[src/rtl/fetch_cfg_pkg.sv]
package fetch_cfg_pkg;

  ////////////////////
  // Host register map
  ////////////////////

  // Two-bit register select from the host port
  typedef enum logic [1:0] {
    ctrl      = 2'd0,
    mtvec     = 2'd1,
    load_addr = 2'd2,
    load_data = 2'd3
  } cfg_reg_e;

  // Bit positions inside ctrl
  localparam int ctrl_prog_bit = 0;
  localparam int ctrl_halt_bit = 1;

  ////////////////////
  // Instruction memory
  ////////////////////

  // Depth in 32-bit words
  localparam int imem_words = 256;

  // Halfword address width, byte address bits [imem_aw:1]
  localparam int imem_aw = $clog2(imem_words * 2);

  // Row index into one bank, byte address bits [imem_aw:2]
  typedef logic [imem_aw-2:0] imem_idx_t;

endpackage

[src/rtl/fetch_isa_pkg.sv]
package fetch_isa_pkg;

  ////////////////////
  // Datapath widths
  ////////////////////

  // Architectural register and address width
  localparam int xlen = 32;

  // One compressed parcel, also the width of an imem bank entry
  localparam int parcel_width = 16;

  ////////////////////
  // Types
  ////////////////////

  // Byte address of an instruction
  typedef logic [xlen-1:0] addr_t;

  // Raw or zero-extended instruction word
  typedef logic [xlen-1:0] ins_t;

  // Entry of one instruction memory bank
  typedef logic [parcel_width-1:0] halfword_t;

  // Where the next PC comes from
  // Listed from lowest to highest priority
  typedef enum logic [1:0] {
    seq,
    redirect,
    trap,
    trap_ret
  } pc_src_e;

  ////////////////////
  // PC constants
  ////////////////////

  // Full-length instruction step
  localparam addr_t ins_step = 32'd4;

  // Compressed instruction step
  localparam addr_t cins_step = 32'd2;

  // First fetch address out of reset
  localparam addr_t reset_pc = 32'd0;

endpackage
[src/rtl/fetch_cfg_regs.sv]
module fetch_cfg_regs (
  input  logic                    bus,
  input  logic                    rst_n,
  input  logic                    host_wr,
  input  logic                    host_rd,
  input  fetch_cfg_pkg::cfg_reg_e host_reg,
  input  fetch_isa_pkg::addr_t    host_wdata,
  output fetch_isa_pkg::addr_t    host_rdata,
  output logic                    prog,
  output logic                    halt,
  output fetch_isa_pkg::addr_t    mtvec,
  output logic                    load_we,
  output fetch_isa_pkg::addr_t    load_addr,
  output fetch_isa_pkg::ins_t     load_data
);

  // Control bits, indexed by the ctrl bit positions
  logic [1:0]           ctrl_q;
  fetch_isa_pkg::addr_t mtvec_q;
  // Auto-incrementing program load pointer
  fetch_isa_pkg::addr_t load_ptr_q;
  // Address and data that go with the imem write pulse
  fetch_isa_pkg::addr_t load_addr_q;
  fetch_isa_pkg::ins_t  load_data_q;
  logic                 load_we_q;
  // Decoded write strobes
  logic                 wr_ctrl;
  logic                 wr_mtvec;
  logic                 wr_ptr;
  logic                 wr_word;

  assign wr_ctrl  = host_wr && (host_reg == fetch_cfg_pkg::ctrl);
  assign wr_mtvec = host_wr && (host_reg == fetch_cfg_pkg::mtvec);
  assign wr_ptr   = host_wr && (host_reg == fetch_cfg_pkg::load_addr);
  // Program words are only taken in program mode
  assign wr_word  = host_wr && (host_reg == fetch_cfg_pkg::load_data) && prog;

  ////////////////////
  // Control state
  ////////////////////

  always_ff @(posedge bus or negedge rst_n) begin
    if (!rst_n) begin
      ctrl_q     <= '0;
      mtvec_q    <= '0;
      load_ptr_q <= '0;
      load_we_q  <= 1'b0;
    end else begin
      // Strobe lasts exactly one cycle
      load_we_q <= wr_word;
      if (wr_ctrl) begin
        ctrl_q[fetch_cfg_pkg::ctrl_prog_bit] <= host_wdata[fetch_cfg_pkg::ctrl_prog_bit];
        ctrl_q[fetch_cfg_pkg::ctrl_halt_bit] <= host_wdata[fetch_cfg_pkg::ctrl_halt_bit];
      end
      if (wr_mtvec) begin
        mtvec_q <= host_wdata;
      end
      // Pointer moves one word per loaded instruction
      if (wr_ptr) begin
        load_ptr_q <= host_wdata;
      end else if (wr_word) begin
        load_ptr_q <= load_ptr_q + fetch_isa_pkg::ins_step;
      end
    end
  end

  // Write payload captured with the old pointer
  always_ff @(posedge bus) begin
    if (wr_word) begin
      load_addr_q <= load_ptr_q;
      load_data_q <= host_wdata;
    end
  end

  ////////////////////
  // Host read mux
  ////////////////////

  always_comb begin
    host_rdata = '0;
    if (host_rd) begin
      unique case (host_reg)
        fetch_cfg_pkg::ctrl:      host_rdata = fetch_isa_pkg::addr_t'(ctrl_q);
        fetch_cfg_pkg::mtvec:     host_rdata = mtvec_q;
        fetch_cfg_pkg::load_addr: host_rdata = load_ptr_q;
        fetch_cfg_pkg::load_data: host_rdata = load_data_q;
      endcase
    end
  end

  assign prog      = ctrl_q[fetch_cfg_pkg::ctrl_prog_bit];
  assign halt      = ctrl_q[fetch_cfg_pkg::ctrl_halt_bit];
  assign mtvec     = mtvec_q;
  assign load_we   = load_we_q;
  assign load_addr = load_addr_q;
  assign load_data = load_data_q;

  // No imem write may land outside program mode
  a_load_we_in_prog: assert property (@(posedge bus) disable iff (!rst_n)
    load_we |-> prog);

endmodule

[config.mk]
export PLATFORM = sky130hd
export DESIGN_NAME = fetch_cfg_regs
export DESIGN_NICKNAME = d
export VERILOG_FILES = /design/src/rtl/fetch_cfg_pkg.sv /design/src/rtl/fetch_isa_pkg.sv /design/src/rtl/fetch_cfg_regs.sv
export SDC_FILE = /design/constraint.sdc
export NUM_CORES = 1
export LEC_CHECK = 0
export BUFFER_PORTS_ARGS = -buffer_cell sky130_fd_sc_hd__buf_2
export CORE_MARGIN = 2
export CORE_UTILIZATION = 35
export CTS_BUF_LIST = sky130_fd_sc_hd__clkbuf_4
export CTS_CLUSTER_DIAMETER = 50
export DETAILED_ROUTE_END_ITERATION = 10
export RECOVER_POWER = 25
export SLEW_MARGIN = 20
export SYNTH_ARGS = -nofsm -noshare
export SYNTH_HDL_FRONTEND = slang
export SYNTH_SLANG_ARGS = --single-unit
[constraint.sdc]
create_clock -name bus -period 6.28 [get_ports bus]
set_clock_uncertainty 0.1 [all_clocks]
set_input_delay 0.314 -clock bus [delete_from_list [all_inputs] [get_ports bus]]
set_output_delay 0.314 -clock bus [all_outputs]
set_load 0.005 [all_outputs]
==> flow_metrics.env <==
export IMPL_synth_largest_area_cell="edfxtp_1"
export IMPL_stdcell_count=889
export IMPL_area_growth_pct=27.9
export IMPL_setup_slack_ns=2.30
export IMPL_rsz0062_at_grt="no"
export IMPL_hp_class="in2reg"
export IMPL_leakage_nw=3.07
export IMPL_setup_tns_ns=0
export IMPL_dp_hpwl_um=10800
export IMPL_ant_nets=0
export IMPL_synth_top_area_share_pct=32.6
export IMPL_critPathSlowestCell="clkbuf_1"
export IMPL_cts_sinks=131
export IMPL_drt_total_wl_um=16300
export IMPL_synth_edf_count=64
export IMPL_fin_crit_ns=3.98
export IMPL_cp_end_kind="asynchronous set/reset pin"
export IMPL_first_pass_iters=4
export IMPL_dp_cells=822
export IMPL_ys_warn_count=0
export IMPL_utilization_pct=45.7
export IMPL_wl_per_cell_um=18.3
export IMPL_critPathBufInv=2
export IMPL_htree_levels=4
export IMPL_grt_overflow_total=0
export IMPL_clock_latency_ns=0.55
export IMPL_violations="capacitance limit, slew limit"
export IMPL_ir_worst_vdd_mv=0.105
export IMPL_worstPathRequired_ns=5.94
export IMPL_max_freq_ghz=0.251
export IMPL_grt_max_degree=68
export IMPL_fp_coreArea_um2=16500
export IMPL_async_flop_share_pct=51.1
export IMPL_syn_cell_area_um2=5900
export IMPL_dieWidth_um=134
export IMPL_relSlewSlack_pct=-164
export IMPL_ys_seq_elements=131
export IMPL_place_ws_ns=2.41
export IMPL_netlist_instances=457
export IMPL_synth_avg_cell_area_um2=12.9
export IMPL_grt_pass1_vias=4686
export IMPL_cp_max_fo=67
export IMPL_grt_pass1_wl_um=25500
export IMPL_cts_buffers=17
export IMPL_report_final_slew_viol_count=105
export IMPL_antenna_found_initial=1
export IMPL_cts_tree="yes"
export IMPL_finalNetCount=694
export IMPL_finish_instance_area_um2=7550
export IMPL_critPathMaxStageDelay_ns=2.77
export IMPL_io_buffers=168
export IMPL_worst_setup_path_type="in2async"
export IMPL_clk_pin_slew_ns=0.12
export IMPL_cts_root_buf="clkbuf_4"
export IMPL_post_cts_resized=0
export IMPL_postPlaceCellArea_um2=6960
export IMPL_synth_area_top_cells="edfxtp_1 33%, dfrtp_1 28%, mux2_2 12%"
export IMPL_worst_pin_slew_ns=3.95
export IMPL_cap_violations=2
export IMPL_finalSetupViolations=0
export IMPL_clk_path_buf_depth=2
export IMPL_die_h_um=134
export IMPL_final_layout_size_suffix_gt1_share_pct=36.5
export IMPL_via_per_inst=5.14
export IMPL_hold_viol=0
export IMPL_initial_utilization_pct=35.7
export IMPL_drc_errors=0
export IMPL_powerDensity_nw_per_um2=270
export IMPL_ys_seq_area_share_pct=61.0
export IMPL_power_mw=2.04
export IMPL_std_cell_rows=47
export IMPL_holdWs_ns=0.201
export IMPL_finalCritPeriodShare_pct=63.4
export IMPL_pin_count=169
export IMPL_cp_start_kind="input pin"
export IMPL_initialDrtViolationCount=232
export IMPL_postSynthNetCount=496
export IMPL_vias=4566
export IMPL_cts_setup_buffers=0
export IMPL_arrival_ns=3.64
export IMPL_reg2reg_slack_ns=3.18
export IMPL_status="finished, violations left"
export IMPL_crit_family="buffers and inverters"
export IMPL_gp_congestion=0.778
export IMPL_ys_flop_type="dfrtp_1"
export IMPL_die_area_um2=17900
export IMPL_crit_chain="dlygate4sd3_1 > clkbuf_1"
export IMPL_synth_cell_type_count=41
export IMPL_track_usage_pct=18.5
## synth_stat cells (7+ instances only)
cell type,number
o211ai_1,13
a221o_1,7
dfrtp_1,67
nand2_1,39
inv_1,7
mux2_2,63
nand3_1,17
a21oi_1,9
a22oi_1,35
edfxtp_1,64
nor2_1,10
nor2b_1,31
clkbuf_1,23
nand4_1,11
o21ai_0,13
o311ai_0,7
## state kept, by name (all words and copies together), names as in the netlist
register    cells
ctrl_q          2
load_addr      32
load_data      32
load_ptr_q     32
load_we         1
mtvec          32
## layout by cell type (no fill, tap or decap), types with 2 or more instances in the layout
cell           count
a21oi_1            9
a221o_1            7
a22oi_1           35
and2_1             2
and3_1             2
buf_2            135
buf_4              4
bufinv_16          3
clkbuf_1          34
clkbuf_4          17
clkinv_2           6
clkinv_4           2
clkinvlp_4         4
dfrtp_1           67
dlygate4sd3_1     33
edfxtp_1          64
inv_1              6
mux2_2            63
mux4_2             2
nand2_1           39
nand3_1           17
nand3b_1           2
nand4_1           11
nor2_1            10
nor2b_1           30
nor3_1             3
nor3b_1            2
nor4_1             4
o211ai_1          13
o21ai_0           13
o311ai_0           7
o31a_1             2
or4_1              2
## cell families after synthesis
| logic type | share of synthesized area, % |
|---|---|
| buffers and inverters | 2.31 |
| AOI/OAI and AO/OA | 11.3 |
| muxes | 13.0 |
| adders and majority gates | 0.212 |
| and+or+nand+nor | 12.2 |
| DFF | 61.0 |
## worst paths after layout
path                               start              to  depth (start not counted)
min in group asynchronous          rst_n       mtvec[13]                          2
setup reg to reg               ctrl_q[0]  load_ptr_q[14]                          6
setup / recovery                   rst_n   load_ptr_q[0]                          2
hold / removal                   host_wr       ctrl_q[0]                          3
max in group bus             host_reg[1]  load_ptr_q[19]                          8
hold reg to reg            load_ptr_q[0]    load_addr[0]                          0
## power by group
group / total [mW] / switching (mW) / internal (mW)
Clock: 0.591 / 0.321 / 0.271
Combinational: 0.329 / 0.154 / 0.175
Sequential: 1.12 / 0.110 / 1.01
Total: 2.04 / 0.584 / 1.45
## final cells by class
| class | count | area, µm² |
|---|---|---|
| Multi-Input combinational cell | 291 | 2180 |
| Clock inverter | 15 | 166 |
| Inverter | 7 | 27.5 |
| Fill cell | 1586 | 8980 |
| Clock buffer | 17 | 128 |
| Antenna cell | 1 | 2.50 |
| Sequential cell | 131 | 3600 |
| Timing Repair Buffer | 207 | 1170 |
| Tap cell | 220 | 275 |
## metal layers
layer	part of all wire, %	global-route usage, %
met1	45	23.9
met4	1.0	5.91
met2	48	30.8
met3	5.8	4.54
met5	0	0
## what timing repair did
action                                 CTS  global route
setup endpoints to repair                0             0
hold buffers                            33             0
endpoints found under the hold margin  163             0
(Power assumes the default switching activity.)
