**config.mk**
```make
export PLATFORM = sky130hd
export DESIGN_NAME = fetch
export DESIGN_NICKNAME = d
export VERILOG_FILES = /design/src/rtl/fetch_isa_pkg.sv /design/src/rtl/fetch.sv
export SDC_FILE = /design/constraint.sdc
export NUM_CORES = 1
export LEC_CHECK = 0
export BUFFER_PORTS_ARGS = -buffer_cell sky130_fd_sc_hd__buf_2
export CAP_MARGIN = 40
export CORE_ASPECT_RATIO = 0.6
export CORE_UTILIZATION = 25
export CTS_CLUSTER_DIAMETER = 100
export CTS_CLUSTER_SIZE = 12
export DETAILED_ROUTE_END_ITERATION = 16
export GPL_TIMING_DRIVEN = 1
export SLEW_MARGIN = 30
export SYNTH_ARGS = -nofsm -noshare
export SYNTH_HDL_FRONTEND = slang
export SYNTH_SLANG_ARGS = --single-unit
```
**constraint.sdc**
```tcl
create_clock -name bus -period 4 [get_ports bus]
set_input_delay 0.4 -clock bus [delete_from_list [all_inputs] [get_ports bus]]
set_output_delay 0.4 -clock bus [all_outputs]
set_load 0.02 [all_outputs]
```
**src/rtl/fetch_isa_pkg.sv**
```systemverilog
package fetch_isa_pkg;

  ////////////////////
  // Datapath widths
  ////////////////////

  // Architectural register and address width
  localparam int xlen = 32;

  // One compressed parcel, also the width of an imem bank entry
  localparam int parcel_width = 16;

  ////////////////////
  // Types
  ////////////////////

  // Byte address of an instruction
  typedef logic [xlen-1:0] addr_t;

  // Raw or zero-extended instruction word
  typedef logic [xlen-1:0] ins_t;

  // Entry of one instruction memory bank
  typedef logic [parcel_width-1:0] halfword_t;

  // Where the next PC comes from
  // Listed from lowest to highest priority
  typedef enum logic [1:0] {
    seq,
    redirect,
    trap,
    trap_ret
  } pc_src_e;

  ////////////////////
  // PC constants
  ////////////////////

  // Full-length instruction step
  localparam addr_t ins_step = 32'd4;

  // Compressed instruction step
  localparam addr_t cins_step = 32'd2;

  // First fetch address out of reset
  localparam addr_t reset_pc = 32'd0;

endpackage
```
**src/rtl/fetch.sv**
```systemverilog
module fetch (
  input  logic                 bus,
  input  logic                 rst_n,
  input  logic                 pc_en,
  input  logic                 stall,
  input  logic                 halt,
  input  logic                 prog,
  input  logic                 branch,
  input  logic                 jal,
  input  logic                 jalr,
  input  fetch_isa_pkg::addr_t branch_off,
  input  logic                 trigger_trap,
  input  logic                 trap_ret,
  input  fetch_isa_pkg::addr_t mepc,
  input  fetch_isa_pkg::addr_t mtvec,
  output logic                 rd_en,
  output fetch_isa_pkg::addr_t rd_addr,
  input  fetch_isa_pkg::ins_t  rd_data,
  output fetch_isa_pkg::addr_t pres_addr,
  output fetch_isa_pkg::ins_t  ins,
  output logic                 comp
);

  logic                     fetch_en;
  // Set out of reset and during program mode
  logic                     bubble_q;
  // Redirect seen on the last enabled edge
  logic                     redirect_q;
  fetch_isa_pkg::addr_t     redirect_addr_q;
  fetch_isa_pkg::addr_t     pc_step;
  fetch_isa_pkg::addr_t     seq_addr;
  fetch_isa_pkg::addr_t     next_addr;
  fetch_isa_pkg::pc_src_e   pc_src;
  fetch_isa_pkg::halfword_t lo_half;

  // Any hold source freezes PC and imem output together
  assign fetch_en = pc_en && !halt && !prog && !stall;

  ////////////////////
  // Compressed decode
  ////////////////////

  // RVC parcels have low bits other than 11
  // An all-zero word is illegal and treated as full length
  assign comp    = !bubble_q && (rd_data[1:0] != 2'b11) && (rd_data != '0);
  assign lo_half = rd_data[15:0];

  // Bubble keeps stale imem data off the output
  always_comb begin
    if (bubble_q) begin
      ins = '0;
    end else if (comp) begin
      ins = fetch_isa_pkg::ins_t'(lo_half);
    end else begin
      ins = rd_data;
    end
  end

  ////////////////////
  // Next address
  ////////////////////

  always_comb begin
    if (bubble_q) begin
      pc_step = '0;
    end else if (comp) begin
      pc_step = fetch_isa_pkg::cins_step;
    end else begin
      pc_step = fetch_isa_pkg::ins_step;
    end
  end

  assign seq_addr = pres_addr + pc_step;

  // trap_ret wins over trigger_trap, both win over a redirect
  always_comb begin
    if (trap_ret) begin
      pc_src = fetch_isa_pkg::trap_ret;
    end else if (trigger_trap) begin
      pc_src = fetch_isa_pkg::trap;
    end else if (redirect_q) begin
      pc_src = fetch_isa_pkg::redirect;
    end else begin
      pc_src = fetch_isa_pkg::seq;
    end
  end

  always_comb begin
    unique case (pc_src)
      fetch_isa_pkg::seq:      next_addr = seq_addr;
      fetch_isa_pkg::redirect: next_addr = redirect_addr_q;
      fetch_isa_pkg::trap:     next_addr = mtvec;
      fetch_isa_pkg::trap_ret: next_addr = mepc;
    endcase
  end

  // imem registers the word at next_addr on the same edge as the PC
  assign rd_en   = fetch_en;
  assign rd_addr = next_addr;

  ////////////////////
  // PC and redirect state
  ////////////////////

  always_ff @(posedge bus or negedge rst_n) begin
    if (!rst_n) begin
      pres_addr  <= fetch_isa_pkg::reset_pc;
      bubble_q   <= 1'b1;
      redirect_q <= 1'b0;
    end else if (prog) begin
      // Program mode parks fetch in its reset state
      pres_addr  <= fetch_isa_pkg::reset_pc;
      bubble_q   <= 1'b1;
      redirect_q <= 1'b0;
    end else if (fetch_en) begin
      pres_addr  <= next_addr;
      bubble_q   <= 1'b0;
      redirect_q <= branch || jal || jalr;
    end
  end

  // jalr target comes in absolute, branch and jal are PC relative
  always_ff @(posedge bus) begin
    if (fetch_en) begin
      if (jalr) begin
        redirect_addr_q <= branch_off;
      end else begin
        redirect_addr_q <= pres_addr + branch_off;
      end
    end
  end

  // Offsets, mtvec and mepc from outside must keep the PC on parcels
  a_pc_aligned: assert property (@(posedge bus) disable iff (!rst_n)
    pres_addr[0] == 1'b0);

endmodule

```
==> results.toml, run 1 <==
[worst_setup_path]
cp-end-kind = "output pin"
path_buf_inv = 3
cp_slowest_cell = "or4_4"
start_kind = "input port"
path_cells = "buf_2 -> nor4_2 -> buf_4 -> nand4_1 -> o21ai_1 -> nor2b_4 -> fa_1 -> nand3_2 -> or4_4 -> nor2_1 -> nand4_1 -> xor2_1 -> o221ai_2 -> buf_2"
crit_required_ps = 3600
slowest_delay_ps = 600
startpoint = "rd_data[4]"
critical_path_peak_fanout = 3
crit_type = "in -> out"
cp_top_family = "simple AND/OR/NAND/NOR gates"
arrival_ps = 3350
r2r-start = "pres_addr[0]"
regToRegSetupSlack_ps = 690

[pwr]
p_int_mw = 1.38
power_frac_comb_pct = 28.0
p_sw_share_pct = 34.6
power.clock.fraction_pct = 35.4
p_per_area_nw_per_um2 = 258
switching_power_uw = 729
peakVddDrop_uv = 148
seqPwrFrac_pct = 36.6
p_leak_nw = 3.87
finalPower_mw = 2.11

[clock_tree]
path_clk_slew_ps = 60
postCtsHoldBufs = 0
clk_latency_ps = 350
cts.path.max_buffers = 2
cts_root_buffer = "clkbuf_16"
cts_buffers = 9
cts_sinks = 66
h-tree-depth = 3
cts_tree = "done"

[detailed_routing]
vias = 6905
antenna_left = 0
drt_iter0_markers = 456
viasPerCell = 5.18
drt_wl_total_um = 28100
drt-pass1-iter-count = 5
routedWlPerCell_um = 21.1
drc = 0

[sta]
tightest_slew_ps = 818
period_share_pct = 93.7
finalMaxSlewViolations = 0
fin_ws_ps = 253
relSlewSlack_pct = 45.4
finalHoldViolations = 0
finalSetupViolations = 0
max_freq_mhz = 267
hold_ws_ps = 57.1
rsz0062_at_grt = "no"
fin_crit_ps = 3750
clock_skew_ps = 7.58
final.setup.tns_ps = 0

[final_layout]
nNetsFinal = 1168
drive_above_1_share_pct = 30.8
areaGrowthSynthToFinish_pct = 32.7

[die]
core_sq_um = 24200
num_io_pins = 237
die_y_um = 124
start_util_pct = 25.5
die_w_um = 205
fp-row-count = 44
fp.dieArea_sq_um = 25300

[synthesis]
synth_async_sr_flop_share_pct = 51.5
synthCells = 754
yosysWarnings = 0
ys_seq_area_share_pct = 29.5
synth_top_area_share_pct = 15.6
synth_area_per_cell_sq_um = 8.16
synthXorXnorAreaFrac_pct = 7.11
synth_adder_area_share_pct = 7.36
synth_compound_area_share_pct = 26.1
yosys.area.top_type = "edfxtp_1"
synth_ff_type = "dfrtp_1"
syn_area_sq_um = 6160
yosys_register_bits = 66
synth_edf_count = 32
synth_top_family_by_area = "compound AO/OA/AOI/OAI gates"
synth-simple-area-share_pct = 25.5
ys_types = 73
synthTopCellsByArea = "edfxtp_1 (16%), dfrtp_1 (13%), ha_1 (6.7%)"
synth_common_cells = "nand2_1 (90), a21oi_1 (70), nor2_1 (59), o21ai_0 (47), a21o_1 (36)"
yosys.cell_count.top_type = "nand2_1"
muxShareOfSynthArea_pct = 0.996
synthesis.nets = 928

[place]
dp_slack_ps = 75.9
dp_hpwl_um = 22300
portBuffers = 236
gp_congestion = 0.898

[job]
cap_violations = 0

[global_routing]
grt_max_degree = 58
antenna_found_initial = 14
grt_use_total_pct = 22.1
grt-ovfl-total = 0
grt_pass1_wl_um = 40300
grt_pass1_vias = 6202

[worst_hold_path]
min_path_type = "in -> async"

[run_status]
status = "completed"
-- cell type report --
cell class / instances / area (sq um)
antenna: 12 / 30.0
clock buffer: 12 / 236
fill: 2596 / 16000
inverter: 14 / 52.6
timing repair buffer: 270 / 1470
sequential: 66 / 1810
tap: 322 / 403
clock inverter: 4 / 21.3
multi-input combinational: 633 / 4140
-- cell families (layout without fill, tap and decap cells) --
| kind of cell | Yosys count | count (layout) |
|---|---|---|
| AO/OA/AOI/OAI | 246 | 246 |
| XOR/XNOR | 50 | 50 |
| adder cells (fa/ha/maj) | 35 | 35 |
| buffers and inverters | 55 | 300 |
| flip-flops | 66 | 66 |
| multiplexers | 6 | 6 |
| other | 0 | 12 |
| AND/OR/NAND/NOR | 296 | 296 |
-- power groups by stage --
stage | Combinational, mW | Clock, mW | Sequential [mW]
floorplan | 0.328 | 0 | 0.783
global placement | 0.579 | 0 | 0.783
detailed placement | 0.582 | 0 | 0.784
CTS | 0.585 | 0.765 | 0.771
global route | 0.647 | 0.785 | 0.774
finish | 0.591 | 0.745 | 0.772
-- final timing paths --
| check | to | cells past startpoint |
|---|---|---|
| min | pres_addr[22] | 1 |
| min in group bus | redirect_q | 3 |
| min reg2reg | pres_addr[0] | 2 |
| max | rd_addr[25] | 14 |
| max in group asynchronous | pres_addr[16] | 1 |
| max reg2reg | redirect_addr_q[24] | 11 |
-- registers in the layout (all words and copies together) (netlist names) --
signal / flops
bubble_q: 1
pres_addr: 32
redirect_addr_q: 32
redirect_q: 1
-- routing by layer --
| metal | GRT usage (%) | vias to the layer above | part of all wire [%] |
|---|---|---|---|
| li1 | - | 3293 | - |
| met1 | 31.8 | 3239 | 47 |
| met2 | 30.9 | 335 | 40 |
| met3 | 6.72 | 34 | 10 |
| met4 | 7.18 | 4 | 1.9 |
| met5 | 0 | - | 0.096 |
-- timing repair --
action / 4_1_cts / 5_1_grt
endpoints found under the hold margin: 0 / 0
setup buffers: 0 / 1
endpoints found under the setup margin: 0 / 21
resized for setup: 0 / 4
-- stage by stage --
step                      std cells  instance area (sq um)  util [%]
after global placement         1303                   7830      32.4
after floorplan                 754                   6160         -
after CTS                      1319                   8090      33.5
final                          1333                   8170      33.8
after global routing           1326                   8150      33.7
after detailed placement       1303                   7830      32.4
-- layout by cell type (no fill, tap or decap), types with 5 or more instances in the layout --
| cell | instances |
|---|---|
| buf_2 | 235 |
| nand2_1 | 90 |
| a21oi_1 | 70 |
| nor2_1 | 59 |
| o21ai_0 | 46 |
| a21o_1 | 36 |
| ha_1 | 33 |
| buf_4 | 33 |
| dfrtp_1 | 33 |
| edfxtp_1 | 32 |
| xor2_1 | 27 |
| nor3b_1 | 23 |
| xnor2_1 | 23 |
| nor2b_1 | 21 |
| o22ai_1 | 19 |
| and2_1 | 18 |
| nand4_1 | 16 |
| a22oi_1 | 13 |
| diode_2 | 12 |
| inv_1 | 11 |
| nor4_1 | 10 |
| nor3_1 | 9 |
| clkbuf_16 | 9 |
| nand3_1 | 8 |
| nand3b_1 | 8 |
| o221ai_1 | 7 |
| o31ai_1 | 6 |
| o21a_1 | 5 |
| or3_1 | 5 |
| a311oi_1 | 5 |
| o21ai_1 | 5 |
| mux2i_1 | 5 |
Power figures use the tool's default switching activity.
==> run 2: changes to the inputs <==
Settings changed: BUFFER_PORTS_ARGS -buffer_cell sky130_fd_sc_hd__buf_2 to -buffer_cell sky130_fd_sc_hd__clkbuf_2, GPL_TIMING_DRIVEN 1 to 0.
Clock period 4 ns to 3.35 ns, I/O delays scaled along.
==> run 2 against run 1 <==
The flow now finishes with violations (negative setup slack); largest cell class unchanged; highest routed layer is now met4; clock-buffer cell count shrank 3; via count increased by 6.3%; sequential share of layout area decreased by 1.5 points; core utilization up 2.4 points; critical endpoint unchanged; register-to-register slack lost 520 ps; wire length is 14% higher; first-iteration DRC count is 56% higher.
==> results.toml, run 2 (synthesis results as in run 1) <==
[run_status]
status = "complete, but fails checks"
violations = "negative setup slack"

[detailed_routing]
drt_wl_total_um = 32000
vias = 7338
drt_iter0_markers = 711
routedWlPerCell_um = 23.6
antenna_left = 0
drt-pass1-iter-count = 7
viasPerCell = 5.42
drc = 0

[clock_tree]
postCtsHoldBufs = 0
clk_latency_ps = 360
path_clk_slew_ps = 60
cts_sinks = 66
cts_buffers = 9
cts_tree = "done"
cts.path.max_buffers = 2
h-tree-depth = 3
cts_root_buffer = "clkbuf_16"

[place]
placed_area_sq_um = 7780
portBuffers = 233
dp_hpwl_um = 25200
gp_congestion = 0.982
dp_slack_ps = -960

[final_layout]
nNetsFinal = 1200
top_regs = "pres_addr: 32 flops, redirect_addr_q: 32 flops"
drive_above_1_share_pct = 34.3
layout_commonest_cell = "clkbuf_2"
layout_common_cells = "clkbuf_2 (212), nand2_1 (89), a21oi_1 (64)"
areaGrowthSynthToFinish_pct = 42.2
design_area_sq_um = 8760

[worst_setup_path]
start_kind = "input port"
cp_slowest_cell = "or4_4"
slowest_delay_ps = 500
crit_required_ps = 3010
path_buf_inv = 3
path_cells = "buf_6 -> nor4_4 -> nand4_1 -> o21ai_2 -> nor2b_4 -> fa_2 -> nand3_4 -> or4_4 -> buf_4 -> nor2_4 -> nand4_1 -> xor2_1 -> o221ai_2 -> clkbuf_8"
regToRegSetupSlack_ps = 170
critical_path_peak_fanout = 4
critPathMostFrequentCell = "nand4_1"
arrival_ps = 3180
cp_top_family = "simple AND/OR/NAND/NOR gates"
cp-end-kind = "output pin"
crit_type = "in -> out"

[sta]
tightest_slew_ps = 881
max_freq_mhz = 284
fin_crit_ps = 3520
finalSetupViolations = 10
final.setup.tns_ps = -732
clock_skew_ps = 12.9
rsz0062_at_grt = "yes"
relSlewSlack_pct = 41.1
period_share_pct = 105
finalMaxSlewViolations = 0
fin_ws_ps = -169
finalHoldViolations = 0

[global_routing]
antenna_found_initial = 2
grt_use_total_pct = 24.8
grt_pass1_wl_um = 44700
grt-ovfl-total = 0
grt_max_degree = 43
grt_pass1_vias = 6589

[pwr]
p_leak_nw = 4.02
peakVddDrop_uv = 224
finalPower_mw = 2.88
p_per_area_nw_per_um2 = 329

[die]
die_w_um = 205
core_sq_um = 24200
start_util_pct = 25.5
die_y_um = 124
fp-row-count = 44
fp.dieArea_sq_um = 25300
num_io_pins = 237

[worst_hold_path]
min_path_type = "in -> async"

[job]
cap_violations = 0
run 2: cell count changes in the layout (fill, tap and decap cells not counted), moves of 8 or more:
cell / change
buf_2: -228
clkbuf_2: +212
clkbuf_1: +24
buf_6: +13
diode_2: -10
nor2_1: -8
nor4_1: -8
run 2: worst paths after layout:
check,from,endpoint,depth (start not counted)
setup / recovery,rd_data[17],rd_addr[25],14
hold / removal,rst_n,pres_addr[1],1
setup reg to reg,pres_addr[0],redirect_addr_q[28],10
hold reg to reg,pres_addr[31],pres_addr[31],2
max in group asynchronous,rst_n,pres_addr[16],1
min in group bus,branch_off[31],redirect_addr_q[31],2
run 2: per-layer routing:
metal,up-vias,track usage (%),wire (um)
li1,3352,-,-
met3,34,6.27,2940
met5,-,0,0
met2,394,35.8,13200
met1,3558,36.4,15300
met4,0,5.64,540
run 2: per-stage QoR:
step	utilization (%)	hold slack, ps	cells
2_1_floorplan	-	39.4	754
3_3_place_gp	32.0	595	1309
3_5_place_dp	32.2	412	1311
4_1_cts	34.9	36.2	1342
5_1_grt	36.2	55.9	1354
6_report	36.2	13.8	1355
run 2: power by group:
group	internal, mW	total [mW]	leakage [nW]	switching [mW]
combinational	0.304	0.803	3.10	0.500
sequential	0.881	0.919	0.757	0.0379
clock	0.728	1.16	0.166	0.430
total	1.91	2.88	4.02	0.968
run 2: area by class of cell:
| type | instances | area [sq um] |
|---|---|---|
| antenna | 2 | 5.00 |
| buffer | 39 | 163 |
| timing repair buffer | 263 | 1540 |
| clock buffer | 9 | 225 |
| clock inverter | 7 | 116 |
| fill | 2547 | 15400 |
| multi-input combinational | 633 | 4440 |
| inverter | 14 | 52.6 |
| sequential | 66 | 1810 |
| tap | 322 | 403 |
run 2: repair_timing:
action,CTS,global route
pin swaps,13,23
setup endpoints to repair,45,29
setup buffers,16,12
resized for setup,45,66
gates cloned,0,0
